--- src/hw/sprite_pkg.sv ---
// shared constants for the sprite line evaluator
// sprite attribute entry and hit-list entry types
// scanner pipeline latency

`default_nettype none

package sprite_pkg;

    // attribute table
    localparam int SPRITES_TOTAL = 16;
    localparam int SPRITE_ID_W   = 4;

    // hit list, one extra slot holds the terminator
    localparam int MAX_HITS    = 8;
    localparam int HIT_INDEX_W = 4;
    localparam int HIT_DEPTH   = MAX_HITS + 1;

    // raster geometry
    localparam int RASTER_W   = 9;
    localparam int SPRITE_H_W = 5;
    localparam int ROW_W      = 4;

    // read index to attribute data
    localparam int ATTR_READ_LATENCY = 1;

    // line_start to scan_done, read + compare + write + terminator
    localparam int SCAN_LATENCY = SPRITES_TOTAL + ATTR_READ_LATENCY + 3;
    localparam int SCAN_STEP_W  = $clog2(SCAN_LATENCY + 1);

    typedef struct packed {
        logic [RASTER_W-1:0]   y_pos;
        logic [SPRITE_H_W-1:0] height;
        logic                  flip_y;
        logic                  wide;
    } sprite_attr_t;

    typedef struct packed {
        logic                   last;
        logic [SPRITE_ID_W-1:0] sprite_id;
        logic [ROW_W-1:0]       y_intersect;
        logic                   wide;
    } hit_entry_t;

endpackage

`default_nettype wire
--- src/hw/sprite_line_eval.sv ---
// sprite line evaluator top level
// host port, attribute arbiter and memory, collision scanner, hit-list memory

`timescale 1ns/1ps
`default_nettype none

module sprite_line_eval
    import sprite_pkg::*;
(
    input  logic                   clk,
    input  logic                   arst_n,

    input  logic                   host_we,
    input  logic [SPRITE_ID_W-1:0] host_index,
    input  sprite_attr_t           host_attr,
    output logic                   host_busy,

    input  logic                   line_start,
    input  logic [RASTER_W-1:0]    raster_y,
    output logic                   scan_done,
    output logic [HIT_INDEX_W-1:0] hit_count,

    input  logic [HIT_INDEX_W-1:0] hit_rd_index,
    output hit_entry_t             hit_rd_entry
);

    logic                   scan_active;
    logic [SPRITE_ID_W-1:0] sprite_test_id;

    logic                   attr_we;
    logic [SPRITE_ID_W-1:0] attr_waddr;
    sprite_attr_t           attr_wdata;
    logic [SPRITE_ID_W-1:0] attr_raddr;
    sprite_attr_t           attr_rd_data;

    logic                   hit_write_en;
    logic [HIT_INDEX_W-1:0] hit_list_index;
    hit_entry_t             hit_entry;

    attr_port_arbiter i_attr_port_arbiter (
        .clk            (clk),
        .arst_n         (arst_n),
        .host_we        (host_we),
        .host_index     (host_index),
        .host_attr      (host_attr),
        .host_busy      (host_busy),
        .scan_active    (scan_active),
        .sprite_test_id (sprite_test_id),
        .ram_we         (attr_we),
        .ram_waddr      (attr_waddr),
        .ram_wdata      (attr_wdata),
        .ram_raddr      (attr_raddr)
    );

    sprite_sync_ram #(
        .entry_t (sprite_attr_t),
        .DEPTH   (SPRITES_TOTAL)
    ) i_attr_ram (
        .clk   (clk),
        .we    (attr_we),
        .waddr (attr_waddr),
        .wdata (attr_wdata),
        .raddr (attr_raddr),
        .rdata (attr_rd_data)
    );

    sprite_raster_collision i_sprite_raster_collision (
        .clk            (clk),
        .arst_n         (arst_n),
        .restart        (line_start),
        .raster_y       (raster_y),
        .sprite_test_id (sprite_test_id),
        .scan_active    (scan_active),
        .attr           (attr_rd_data),
        .hit_write_en   (hit_write_en),
        .hit_list_index (hit_list_index),
        .hit_entry      (hit_entry),
        .hit_count      (hit_count),
        .finished       (scan_done)
    );

    // read side is free for the outside port
    sprite_sync_ram #(
        .entry_t (hit_entry_t),
        .DEPTH   (HIT_DEPTH)
    ) i_hit_ram (
        .clk   (clk),
        .we    (hit_write_en),
        .waddr (hit_list_index),
        .wdata (hit_entry),
        .raddr (hit_rd_index),
        .rdata (hit_rd_entry)
    );

endmodule

`default_nettype wire

--- src/hw/sprite_raster_collision.sv ---
// pipelined raster collision scanner
// walks the attribute table, tests each sprite against the raster row
// and writes the hit list followed by a terminator

`timescale 1ns/1ps
`default_nettype none

module sprite_raster_collision
    import sprite_pkg::*;
(
    input  logic                   clk,
    input  logic                   arst_n,

    input  logic                   restart,
    input  logic [RASTER_W-1:0]    raster_y,

    // attribute read
    output logic [SPRITE_ID_W-1:0] sprite_test_id,
    output logic                   scan_active,
    input  sprite_attr_t           attr,

    // hit list write
    output logic                   hit_write_en,
    output logic [HIT_INDEX_W-1:0] hit_list_index,
    output hit_entry_t             hit_entry,

    output logic [HIT_INDEX_W-1:0] hit_count,
    output logic                   finished
);

    logic [RASTER_W-1:0]    raster_y_r;
    logic                   busy;
    logic [SCAN_STEP_W-1:0] step;

    // stage 1, attributes of the sprite read last cycle
    logic                   s1_valid;
    logic [SPRITE_ID_W-1:0] s1_id;
    logic [RASTER_W-1:0]    s1_diff;
    logic                   s1_hit;

    // stage 2, registered compare
    logic                   s2_valid;
    logic                   s2_hit;
    logic [SPRITE_ID_W-1:0] s2_id;
    logic [ROW_W-1:0]       s2_row;
    logic [SPRITE_H_W-1:0]  s2_height;
    logic                   s2_flip;
    logic                   s2_wide;
    logic [SPRITE_H_W-1:0]  s2_flip_row;
    logic [ROW_W-1:0]       s2_row_out;

    logic                   list_open;
    logic                   collision_wr;
    logic                   term_wr;

    // wraparound difference, so sprites crossing row 0 still match
    assign s1_diff = raster_y_r - attr.y_pos;
    assign s1_hit  = s1_diff < RASTER_W'(attr.height);

    assign s2_flip_row = s2_height - SPRITE_H_W'(1) - SPRITE_H_W'(s2_row);
    assign s2_row_out  = s2_flip ? s2_flip_row[ROW_W-1:0] : s2_row;

    assign list_open    = hit_count < MAX_HITS;
    assign collision_wr = s2_valid && s2_hit && list_open;
    assign term_wr      = busy && (step == SCAN_STEP_W'(SCAN_LATENCY - 1)) && list_open;

    always_ff @(posedge clk or negedge arst_n) begin
        if (!arst_n) begin
            busy           <= 1'b0;
            scan_active    <= 1'b0;
            sprite_test_id <= '0;
            step           <= '0;
            finished       <= 1'b0;
            s1_valid       <= 1'b0;
            s2_valid       <= 1'b0;
            hit_write_en   <= 1'b0;
            hit_count      <= '0;
            hit_list_index <= '0;
        end else if (restart) begin
            busy           <= 1'b1;
            scan_active    <= 1'b1;
            sprite_test_id <= '0;
            step           <= '0;
            finished       <= 1'b0;
            s1_valid       <= 1'b0;
            s2_valid       <= 1'b0;
            hit_write_en   <= 1'b0;
            hit_count      <= '0;
            hit_list_index <= '0;
        end else begin
            s1_valid     <= scan_active;
            s2_valid     <= s1_valid;
            hit_write_en <= collision_wr || term_wr;

            if (scan_active) begin
                sprite_test_id <= sprite_test_id + 1'b1;
                if (sprite_test_id == SPRITE_ID_W'(SPRITES_TOTAL - 1)) begin
                    scan_active <= 1'b0;
                end
            end

            // fixed-length walk, the pipeline has drained by the last step
            if (busy) begin
                step <= step + 1'b1;
                if (step == SCAN_STEP_W'(SCAN_LATENCY - 1)) begin
                    busy     <= 1'b0;
                    finished <= 1'b1;
                end
            end

            if (collision_wr || term_wr) begin
                hit_list_index <= hit_count;
            end
            if (collision_wr) begin
                hit_count <= hit_count + 1'b1;
            end
        end
    end

    always_ff @(posedge clk) begin
        if (restart) begin
            raster_y_r <= raster_y;
        end

        s1_id <= sprite_test_id;

        s2_id     <= s1_id;
        s2_hit    <= s1_hit;
        s2_row    <= s1_diff[ROW_W-1:0];
        s2_height <= attr.height;
        s2_flip   <= attr.flip_y;
        s2_wide   <= attr.wide;

        if (collision_wr) begin
            hit_entry <= '{last: 1'b0, sprite_id: s2_id, y_intersect: s2_row_out,
                           wide: s2_wide};
        end else if (term_wr) begin
            hit_entry <= '{last: 1'b1, default: '0};
        end
    end

    a_restart_clears: assert property (
        @(posedge clk) disable iff (!arst_n) restart |=> (!finished && !hit_write_en)
    ) else $error("finished or hit write still high after restart");

    a_index_range: assert property (
        @(posedge clk) disable iff (!arst_n) hit_list_index <= MAX_HITS
    ) else $error("hit list index %0d past the terminator slot", hit_list_index);

    // the height seen at stage 2 belongs to the entry written one cycle later
    a_row_in_height: assert property (
        @(posedge clk) disable iff (!arst_n)
        (hit_write_en && !hit_entry.last) |-> (hit_entry.y_intersect < $past(s2_height))
    ) else $error("sprite %0d row %0d outside its height", hit_entry.sprite_id,
                  hit_entry.y_intersect);

endmodule

`default_nettype wire

--- src/hw/attr_port_arbiter.sv ---
// attribute memory arbitration between scanner reads and host writes
// one-entry buffer parks a host write that arrives during a scan

`timescale 1ns/1ps
`default_nettype none

module attr_port_arbiter
    import sprite_pkg::*;
(
    input  logic                   clk,
    input  logic                   arst_n,

    // host load port
    input  logic                   host_we,
    input  logic [SPRITE_ID_W-1:0] host_index,
    input  sprite_attr_t           host_attr,
    output logic                   host_busy,

    // scanner side
    input  logic                   scan_active,
    input  logic [SPRITE_ID_W-1:0] sprite_test_id,

    // memory side
    output logic                   ram_we,
    output logic [SPRITE_ID_W-1:0] ram_waddr,
    output sprite_attr_t           ram_wdata,
    output logic [SPRITE_ID_W-1:0] ram_raddr
);

    logic                   park_valid;
    logic [SPRITE_ID_W-1:0] park_index;
    sprite_attr_t           park_attr;

    logic commit_park;
    logic pass_host;
    logic park_host;

    // parked write drains in the first idle cycle
    assign commit_park = park_valid && !scan_active;
    assign pass_host   = host_we && !scan_active && !park_valid;
    // a strobe meeting a commit is parked behind it, keeping program order
    assign park_host   = host_we && (scan_active || park_valid);

    assign ram_we    = commit_park || pass_host;
    assign ram_waddr = park_valid ? park_index : host_index;
    assign ram_wdata = park_valid ? park_attr : host_attr;

    // the read port belongs to the scanner
    assign ram_raddr = sprite_test_id;

    // buffer can take a new write again in its commit cycle
    assign host_busy = park_valid && scan_active;

    always_ff @(posedge clk or negedge arst_n) begin
        if (!arst_n) begin
            park_valid <= 1'b0;
        end else if (park_host) begin
            park_valid <= 1'b1;
        end else if (commit_park) begin
            park_valid <= 1'b0;
        end
    end

    always_ff @(posedge clk) begin
        if (park_host) begin
            park_index <= host_index;
            park_attr  <= host_attr;
        end
    end

    a_no_strobe_when_busy: assert property (
        @(posedge clk) disable iff (!arst_n) host_we |-> !host_busy
    ) else $error("host write strobe while the parked buffer is busy");

    a_no_write_during_scan: assert property (
        @(posedge clk) disable iff (!arst_n) scan_active |-> !ram_we
    ) else $error("attribute memory written while the scanner is reading");

endmodule

`default_nettype wire

--- src/hw/sprite_sync_ram.sv ---
// single-clock RAM, one write port and one registered read port
// entry payload chosen by a type parameter

`timescale 1ns/1ps
`default_nettype none

module sprite_sync_ram #(
    parameter type entry_t = logic [7:0],
    parameter int  DEPTH   = 16
) (
    input  logic                     clk,
    input  logic                     we,
    input  logic [$clog2(DEPTH)-1:0] waddr,
    input  entry_t                   wdata,
    input  logic [$clog2(DEPTH)-1:0] raddr,
    output entry_t                   rdata
);

    entry_t mem [DEPTH];

    // write lands at the edge, read returns the old word on a collision
    always_ff @(posedge clk) begin
        if (we) begin
            mem[waddr] <= wdata;
        end
    end

    always_ff @(posedge clk) begin
        rdata <= mem[raddr];
    end

    // depth need not be a power of two, so the top addresses are holes
    a_waddr_in_range: assert property (
        @(posedge clk) we |-> (waddr < DEPTH)
    ) else $error("write to address %0d beyond depth %0d", waddr, DEPTH);

endmodule

`default_nettype wire

--- config.mk ---
export PLATFORM = sky130hd
export DESIGN_NAME = sprite_line_eval
export DESIGN_NICKNAME = d
export VERILOG_FILES = /design/src/hw/sprite_pkg.sv /design/src/hw/sprite_line_eval.sv /design/src/hw/sprite_raster_collision.sv /design/src/hw/attr_port_arbiter.sv /design/src/hw/sprite_sync_ram.sv
export SDC_FILE = /design/constraint.sdc
export NUM_CORES = 1
export LEC_CHECK = 0
export ABC_AREA = 1
export BUFFER_PORTS_ARGS = -buffer_cell sky130_fd_sc_hd__buf_2
export CAP_MARGIN = 15
export CORE_ASPECT_RATIO = 0.7
export CORE_UTILIZATION = 56
export DETAILED_ROUTE_END_ITERATION = 12
export PLACE_DENSITY = 0.79
export SYNTH_ARGS = -nofsm -noshare
export SYNTH_HDL_FRONTEND = slang
export SYNTH_SLANG_ARGS = --single-unit
--- constraint.sdc ---
create_clock -name clk -period 1.97 [get_ports clk]
set_input_delay 0.197 -clock clk [delete_from_list [all_inputs] [get_ports clk]]
set_output_delay 0.197 -clock clk [all_outputs]
set_load 0.005 [all_outputs]
# Word-level counts from Yosys, hierarchy flattened
# Memories as Yosys holds them, arrays and structs flattened. A register that Yosys moved wholly into a read port is not among the register bits.
# Index checks and enable logic that the tools add are counted.
# Widths: inputs -> output; s select.
dict set report totals {
  elab_cells 93
  ramBits 346
  n_memories 2
  in_bits 37
  ff_bits 82
}
# memory depth word_bits rd rd_ports_with_merged_regs write_ports line_no
set memory_table {}
lappend memory_table {i_attr_ram.mem 16 16 1 1 1 sprite_sync_ram.sv:19} ;# entry_t mem [DEPTH];
lappend memory_table {i_hit_ram.mem 9 10 1 1 1 sprite_sync_ram.sv:19}
dict set report op_classes {
  add_sub_neg 6
  n_eq_ne 2
  n_lt_le_gt_ge 2
  reduce_logical 22
  muxes 31
}
# cell n
set op_table {}
lappend op_table {{$mux 4} 8}
lappend op_table {{$mux 1} 18}
lappend op_table {{$mux 9} 2}
lappend op_table {{$mux 16} 1}
lappend op_table {{$reduce_bool 2->1} 7}
lappend op_table {{$mux 5} 2}
lappend op_table {{$logic_and 1x1->1} 9}
lappend op_table {{$lt 9x5->1} 1}
lappend op_table {{$sub 9x9->9} 1}
lappend op_table {{$add 4x1->4 const B} 2}
lappend op_table {{$add 5x1->5 const B} 1}
lappend op_table {{$eq 5x5->1 const B} 1}
lappend op_table {{$eq 4x4->1 const B} 1}
lappend op_table {{$lt 4x4->1 const B} 1}
lappend op_table {{$sub 4x1->4 const B} 1}
lappend op_table {{$sub 4x4->4} 1}
lappend op_table {{$logic_or 1x1->1} 3}
lappend op_table {{$logic_not 1->1} 2}
lappend op_table {{$reduce_and 2->1} 1}

# Depth between registers and ports, before layout
dict set report depth {
  word_depth 6
  ltp_mapped 14
  ltp_nobuf 14
}

# Cells and area by module
# A second synthesis with hierarchy kept.
dict set report unflattened {
  cells_unflattened 1849
  hier_area_um2 19182.1
}
# mod instances area_each_um2 cells_per_inst
set by_module_without_submodules {}
lappend by_module_without_submodules {{sprite_sync_ram (i_attr_ram)} 1 11380.9 1074}
lappend by_module_without_submodules {{sprite_sync_ram (i_hit_ram)} 1 4088.9 379}
lappend by_module_without_submodules {sprite_raster_collision 1 2755.1 299}
lappend by_module_without_submodules {attr_port_arbiter 1 957.2 97}

# Worst setup path before layout
# OpenSTA, ideal clock, no wires.
dict set report synth_timing {
  kind {register to register}
  startpoint {register i_attr_port_arbiter.park_valid}
  endpoint {memory i_attr_ram.mem[0][0] (netlist name) (enable)}
  n_path_buf 1
  arrival_time_ps 1692
  setup_slack_ps -110
  stages_incl_launch_ff 7
  setup_time_ps 388
  t_required_ps 1582
  cell_sequence {dfrtp_1 inv_2 buf_2 or2_1 o21ai_2 nand2_1 nor2_1}
}
dict set report synth_via {
  elab_chain_len 5
}
# item line_no
set synth_lines {}
lappend synth_lines {{start, declared} attr_port_arbiter.sv:30} ;# logic park_valid;
lappend synth_lines {{start signal, assigned} attr_port_arbiter.sv:56} ;# park_valid <= 1'b0;
lappend synth_lines {{start signal, assigned} attr_port_arbiter.sv:58} ;# park_valid <= 1'b1;
lappend synth_lines {{start signal, assigned} attr_port_arbiter.sv:60} ;# park_valid <= 1'b0;
lappend synth_lines {{$logic_not 1->1} attr_port_arbiter.sv:40} ;# assign pass_host = host_we && !scan_active && !park_valid;
lappend synth_lines {{$logic_and 1x1->1} attr_port_arbiter.sv:40}
lappend synth_lines {{$logic_or 1x1->1} attr_port_arbiter.sv:44} ;# assign ram_we = commit_park || pass_host;
lappend synth_lines {{$mux 1} sprite_sync_ram.sv:23} ;# if (we) begin
lappend synth_lines {{$mux 1 (not written as such)} sprite_sync_ram.sv:24} ;# mem[waddr] <= wdata;
lappend synth_lines {{end, declared} sprite_sync_ram.sv:19}
# Parallel ways exist; a longest one is shown, timed or not.

# Worst setup path after layout
dict set report layout_timing {
  startpoint {register i_attr_port_arbiter.park_valid}
  endpoint {memory i_attr_ram.mem[6][13] (netlist name) (enable)}
}
# The elaborated chain is that of the path after synthesis.

==> flow_summary.ini <==
[power_and_ir_drop]
finalPower_mw = 21.0
switchingPower_mw = 4.91
p_sw_frac = 0.234
p_per_area_nw_per_um2 = 985
pwr-share-seq = 0.516
p_clk_frac = 0.390
p_comb_frac = 0.095
irDropWorstVdd_mv = 0.852
p_leak_nw = 8.34
cellInternalPower_mw = 16.1

[cts]
ctsHtreeMaxLevel = 2
clock_latency_ns = 0.55
cts_inserted_buffers = 41
clock-sinks = 454
clk_pin_slew_worst_paths_ns = 0.07
clock_path_buffers = 3
clockRootBuffer = clkbuf_16
cts_tree = done

[sta]
skew_ns = 0.0277
post-route-period-util = 0.994
layout_setup_ws_ns = 0.0123
hold_viol = 0
tightest_slew_ns = 0.628
fmax_ghz = 0.511
relSlewSlack = 0.581
drv_slew = 0
setup_viol = 0
post-route-min-period_ns = 1.96
rsz0062_at_grt = yes

[synthesis]
ys_ff_latch = 454
syn_inst = 1542
ys.warnings.count = 0
synth_cell_type_count = 36
synth.yosys.seq_area_share = 0.714
syn_area_um2 = 18300
synth.avg_cell_area_um2 = 11.9
syn_nets = 1599

[worst_setup_path]
path_cells = inv_2 -> buf_4 -> or2_1 -> o21ai_2 -> nand2_1 -> nor2_1 -> buf_12
max_stage_delay_ns = 0.41
criticalPathCategory = reg2reg
cp_max_fo = 16
cp.arrival_ns = 2.19
slowest_stage = dfrtp_1
rr_worst_depth = 7
timing.rr.end = i_attr_ram.mem[6][13]
reg2reg_from = i_attr_port_arbiter.park_valid
path_depth = 7
endpoint_kind = flop
cp_top_family = simple AND/OR/NAND/NOR gates
cp-startpoint = i_attr_port_arbiter.park_valid
path_buf_inv = 3
endpoint = i_attr_ram.mem[6][13]
rrSetupSlack_ns = 0.01
worstSetupStartpointType = flop
required_ns = 2.21

[place]
place_area_um2 = 19600
dp_hpwl_um = 25300
pre_cts_ws_ns = -0.00807
numPortBuffers = 52
gp_congestion = 0.810

[layout]
final.fill_count = 2118
layout-drive-gt1-share = 0.136
final_area_um2 = 21400
final_common_cell = edfxtp_1
most-common-layout-cells = 384 x edfxtp_1, 241 x nand2_1, 237 x inv_1
utilization = 0.675
n_antenna_cell = 0
layout.nets = 1720
area_growth_pct = 16.8

[floorplanning]
die-height_um = 153
die_w_um = 218
fp.coreArea_um2 = 31600
boundaryPins = 53
die_area_um2 = 33400
rows = 54
start_util = 0.578

[run_status]
status = finished, final reports clean

[global_routing]
grt_remaining_overflow = 0
track_usage = 0.249
antenna_found_initial = 0
grt_pass1_wl_um = 63400
grt_start_max_net_pins = 81
grt_pass1_vias = 11400

[routing]
met1Wirelength_um = 17400
drc = 0
route.met2.wl_um = 18900
drt_first_iter_violations = 1396
top_layer = met4
drt-total-wl_um = 41200
dr_wl_met3_um = 3800
drt_pre_antenna_iters = 6
ant_nets = 0
wl_per_cell_um = 19.5
vias_per_cell = 5.64
vias = 11900

[min_path]
min_path_type = in2reg

[flow_run]
maxCapViolCount = 0
[how the worst min path moves through the flow]
stage                     from                        endpoint  slack (ns)  cells past startpoint
2_1_floorplan           arst_n  i_attr_port_arbiter.park_valid        -0.1                      0
5_1_grt        hit_rd_index[3]              i_hit_ram.rdata[6]        0.04                      3
3_3_place_gp            arst_n  i_attr_port_arbiter.park_valid        0.23                      1
3_5_place_dp            arst_n  i_attr_port_arbiter.park_valid        0.23                      1
6_report       hit_rd_index[3]              i_hit_ram.rdata[4]        0.03                      3
4_1_cts        hit_rd_index[3]              i_hit_ram.rdata[4]        0.03                      3
[area by class of cell]
class,instances,area (um2),share of cell area
Clock buffer,57,1240,0.0583
Clock inverter,19,151,0.00709
Inverter,244,916,0.0429
Multi-Input combinational cell,769,4040,0.189
Sequential cell,454,13100,0.611
Tap cell,420,526,0.0246
Timing Repair Buffer,153,1420,0.0664
[tightest hold or removal path: cells and delay by family]
| family | cells | cell delay, ns |
|---|---|---|
| buf+inv | 1 | 0.19 |
| simple gates | 2 | 0.14 |
[through the flow]
stage / instances / TNS, ns / hold slack [ns]
after floorplan: 1542 / -26.69 / -0.0986
after global placement: 2009 / 0 / 0.229
after detailed placement: 2009 / -0.00807 / 0.229
after CTS: 2115 / 0 / 0.0253
after global routing: 2116 / -1.03 / 0.0438
final: 2116 / 0 / 0.0309
[registers in the layout, indices dropped and copies added, names as in the netlist, 4 cells and up]
| name | count |
|---|---|
| i_attr_ram.mem | 256 |
| i_sprite_raster_collision.hit_entry | 10 |
| i_attr_port_arbiter.park_index | 4 |
| i_sprite_raster_collision.hit_list_index | 4 |
| i_sprite_raster_collision.s1_id | 4 |
| i_hit_ram.mem | 90 |
| i_sprite_raster_collision.hit_count | 4 |
| i_sprite_raster_collision.raster_y_r | 9 |
| i_attr_port_arbiter.park_attr | 16 |
| i_hit_ram.rdata | 10 |
| i_sprite_raster_collision.s2_row | 4 |
| i_sprite_raster_collision.sprite_test_id | 4 |
| i_sprite_raster_collision.s2_id | 4 |
| i_attr_ram.rdata | 16 |
| i_sprite_raster_collision.step | 5 |
| i_sprite_raster_collision.s2_height | 4 |
[cell families after synthesis]
group	count (synthesis)	synth area share
xor gates and xnor gates	7	0.00335
DFF	454	0.714
and+or+nand+nor	454	0.105
adders and majority gates	20	0.0145
AOI/OAI and AO/OA	288	0.0925
buffers and inverters	319	0.0707
[synth_stat cells]
cell type | instances | area [um2]
a21oi_1 | 98 | 490
clkbuf_1 | 24 | 90.1
a31oi_1 | 1 | 6.26
o21ai_1 | 8 | 40.0
dfrtp_1 | 24 | 601
buf_1 | 6 | 22.5
nor4_1 | 1 | 6.26
xor2_1 | 4 | 35.0
or2_1 | 1 | 6.26
o211ai_2 | 4 | 50.1
o21a_1 | 1 | 7.51
or2_2 | 4 | 25.0
o21ai_0 | 91 | 455
inv_2 | 1 | 3.75
nand2_1 | 245 | 920
nand3b_1 | 1 | 7.51
buf_6 | 6 | 67.6
inv_1 | 240 | 901
nor3_1 | 4 | 20.0
or2_0 | 1 | 6.26
o211ai_1 | 80 | 601
nand3_1 | 143 | 716
clkinv_1 | 3 | 11.3
o21ai_2 | 1 | 8.76
a21oi_2 | 2 | 17.5
ha_1 | 18 | 225
dfxtp_1 | 46 | 921
buf_2 | 38 | 190
a41oi_1 | 1 | 8.76
fa_1 | 2 | 40.0
o22ai_1 | 1 | 6.26
edfxtp_1 | 384 | 11500
xnor2_1 | 3 | 26.3
nor3_2 | 2 | 20.0
nor2_1 | 52 | 195
buf_4 | 1 | 7.51
[timing repair]
action                                 in CTS  in global routing
setup endpoints to repair                  17                211
hold buffers                               30                  0
endpoints found under the hold margin      53                  0
gates resized for setup                     3                 22
pin swaps                                   0                  6
setup buffers                               0                  1
[per-layer routing]
layer / vias to the layer above / global-route usage
li1: 5541 / -
met1: 5740 / 0.359
met2: 570 / 0.387
met3: 85 / 0.0458
met4: 0 / 0.0746
met5: - / 0
[power by group through the flow]
| stage | registers (mW) | logic (mW) | clock network, mW |
|---|---|---|---|
| 2_1_floorplan | 11.0 | 1.28 | 0 |
| 3_3_place_gp | 11.0 | 1.77 | 0 |
| 3_5_place_dp | 11.0 | 1.82 | 0 |
| 4_1_cts | 10.8 | 1.92 | 8.27 |
| 5_1_grt | 10.9 | 2.22 | 8.62 |
| 6_report | 10.9 | 1.99 | 8.20 |
(Power assumes the default switching activity.)
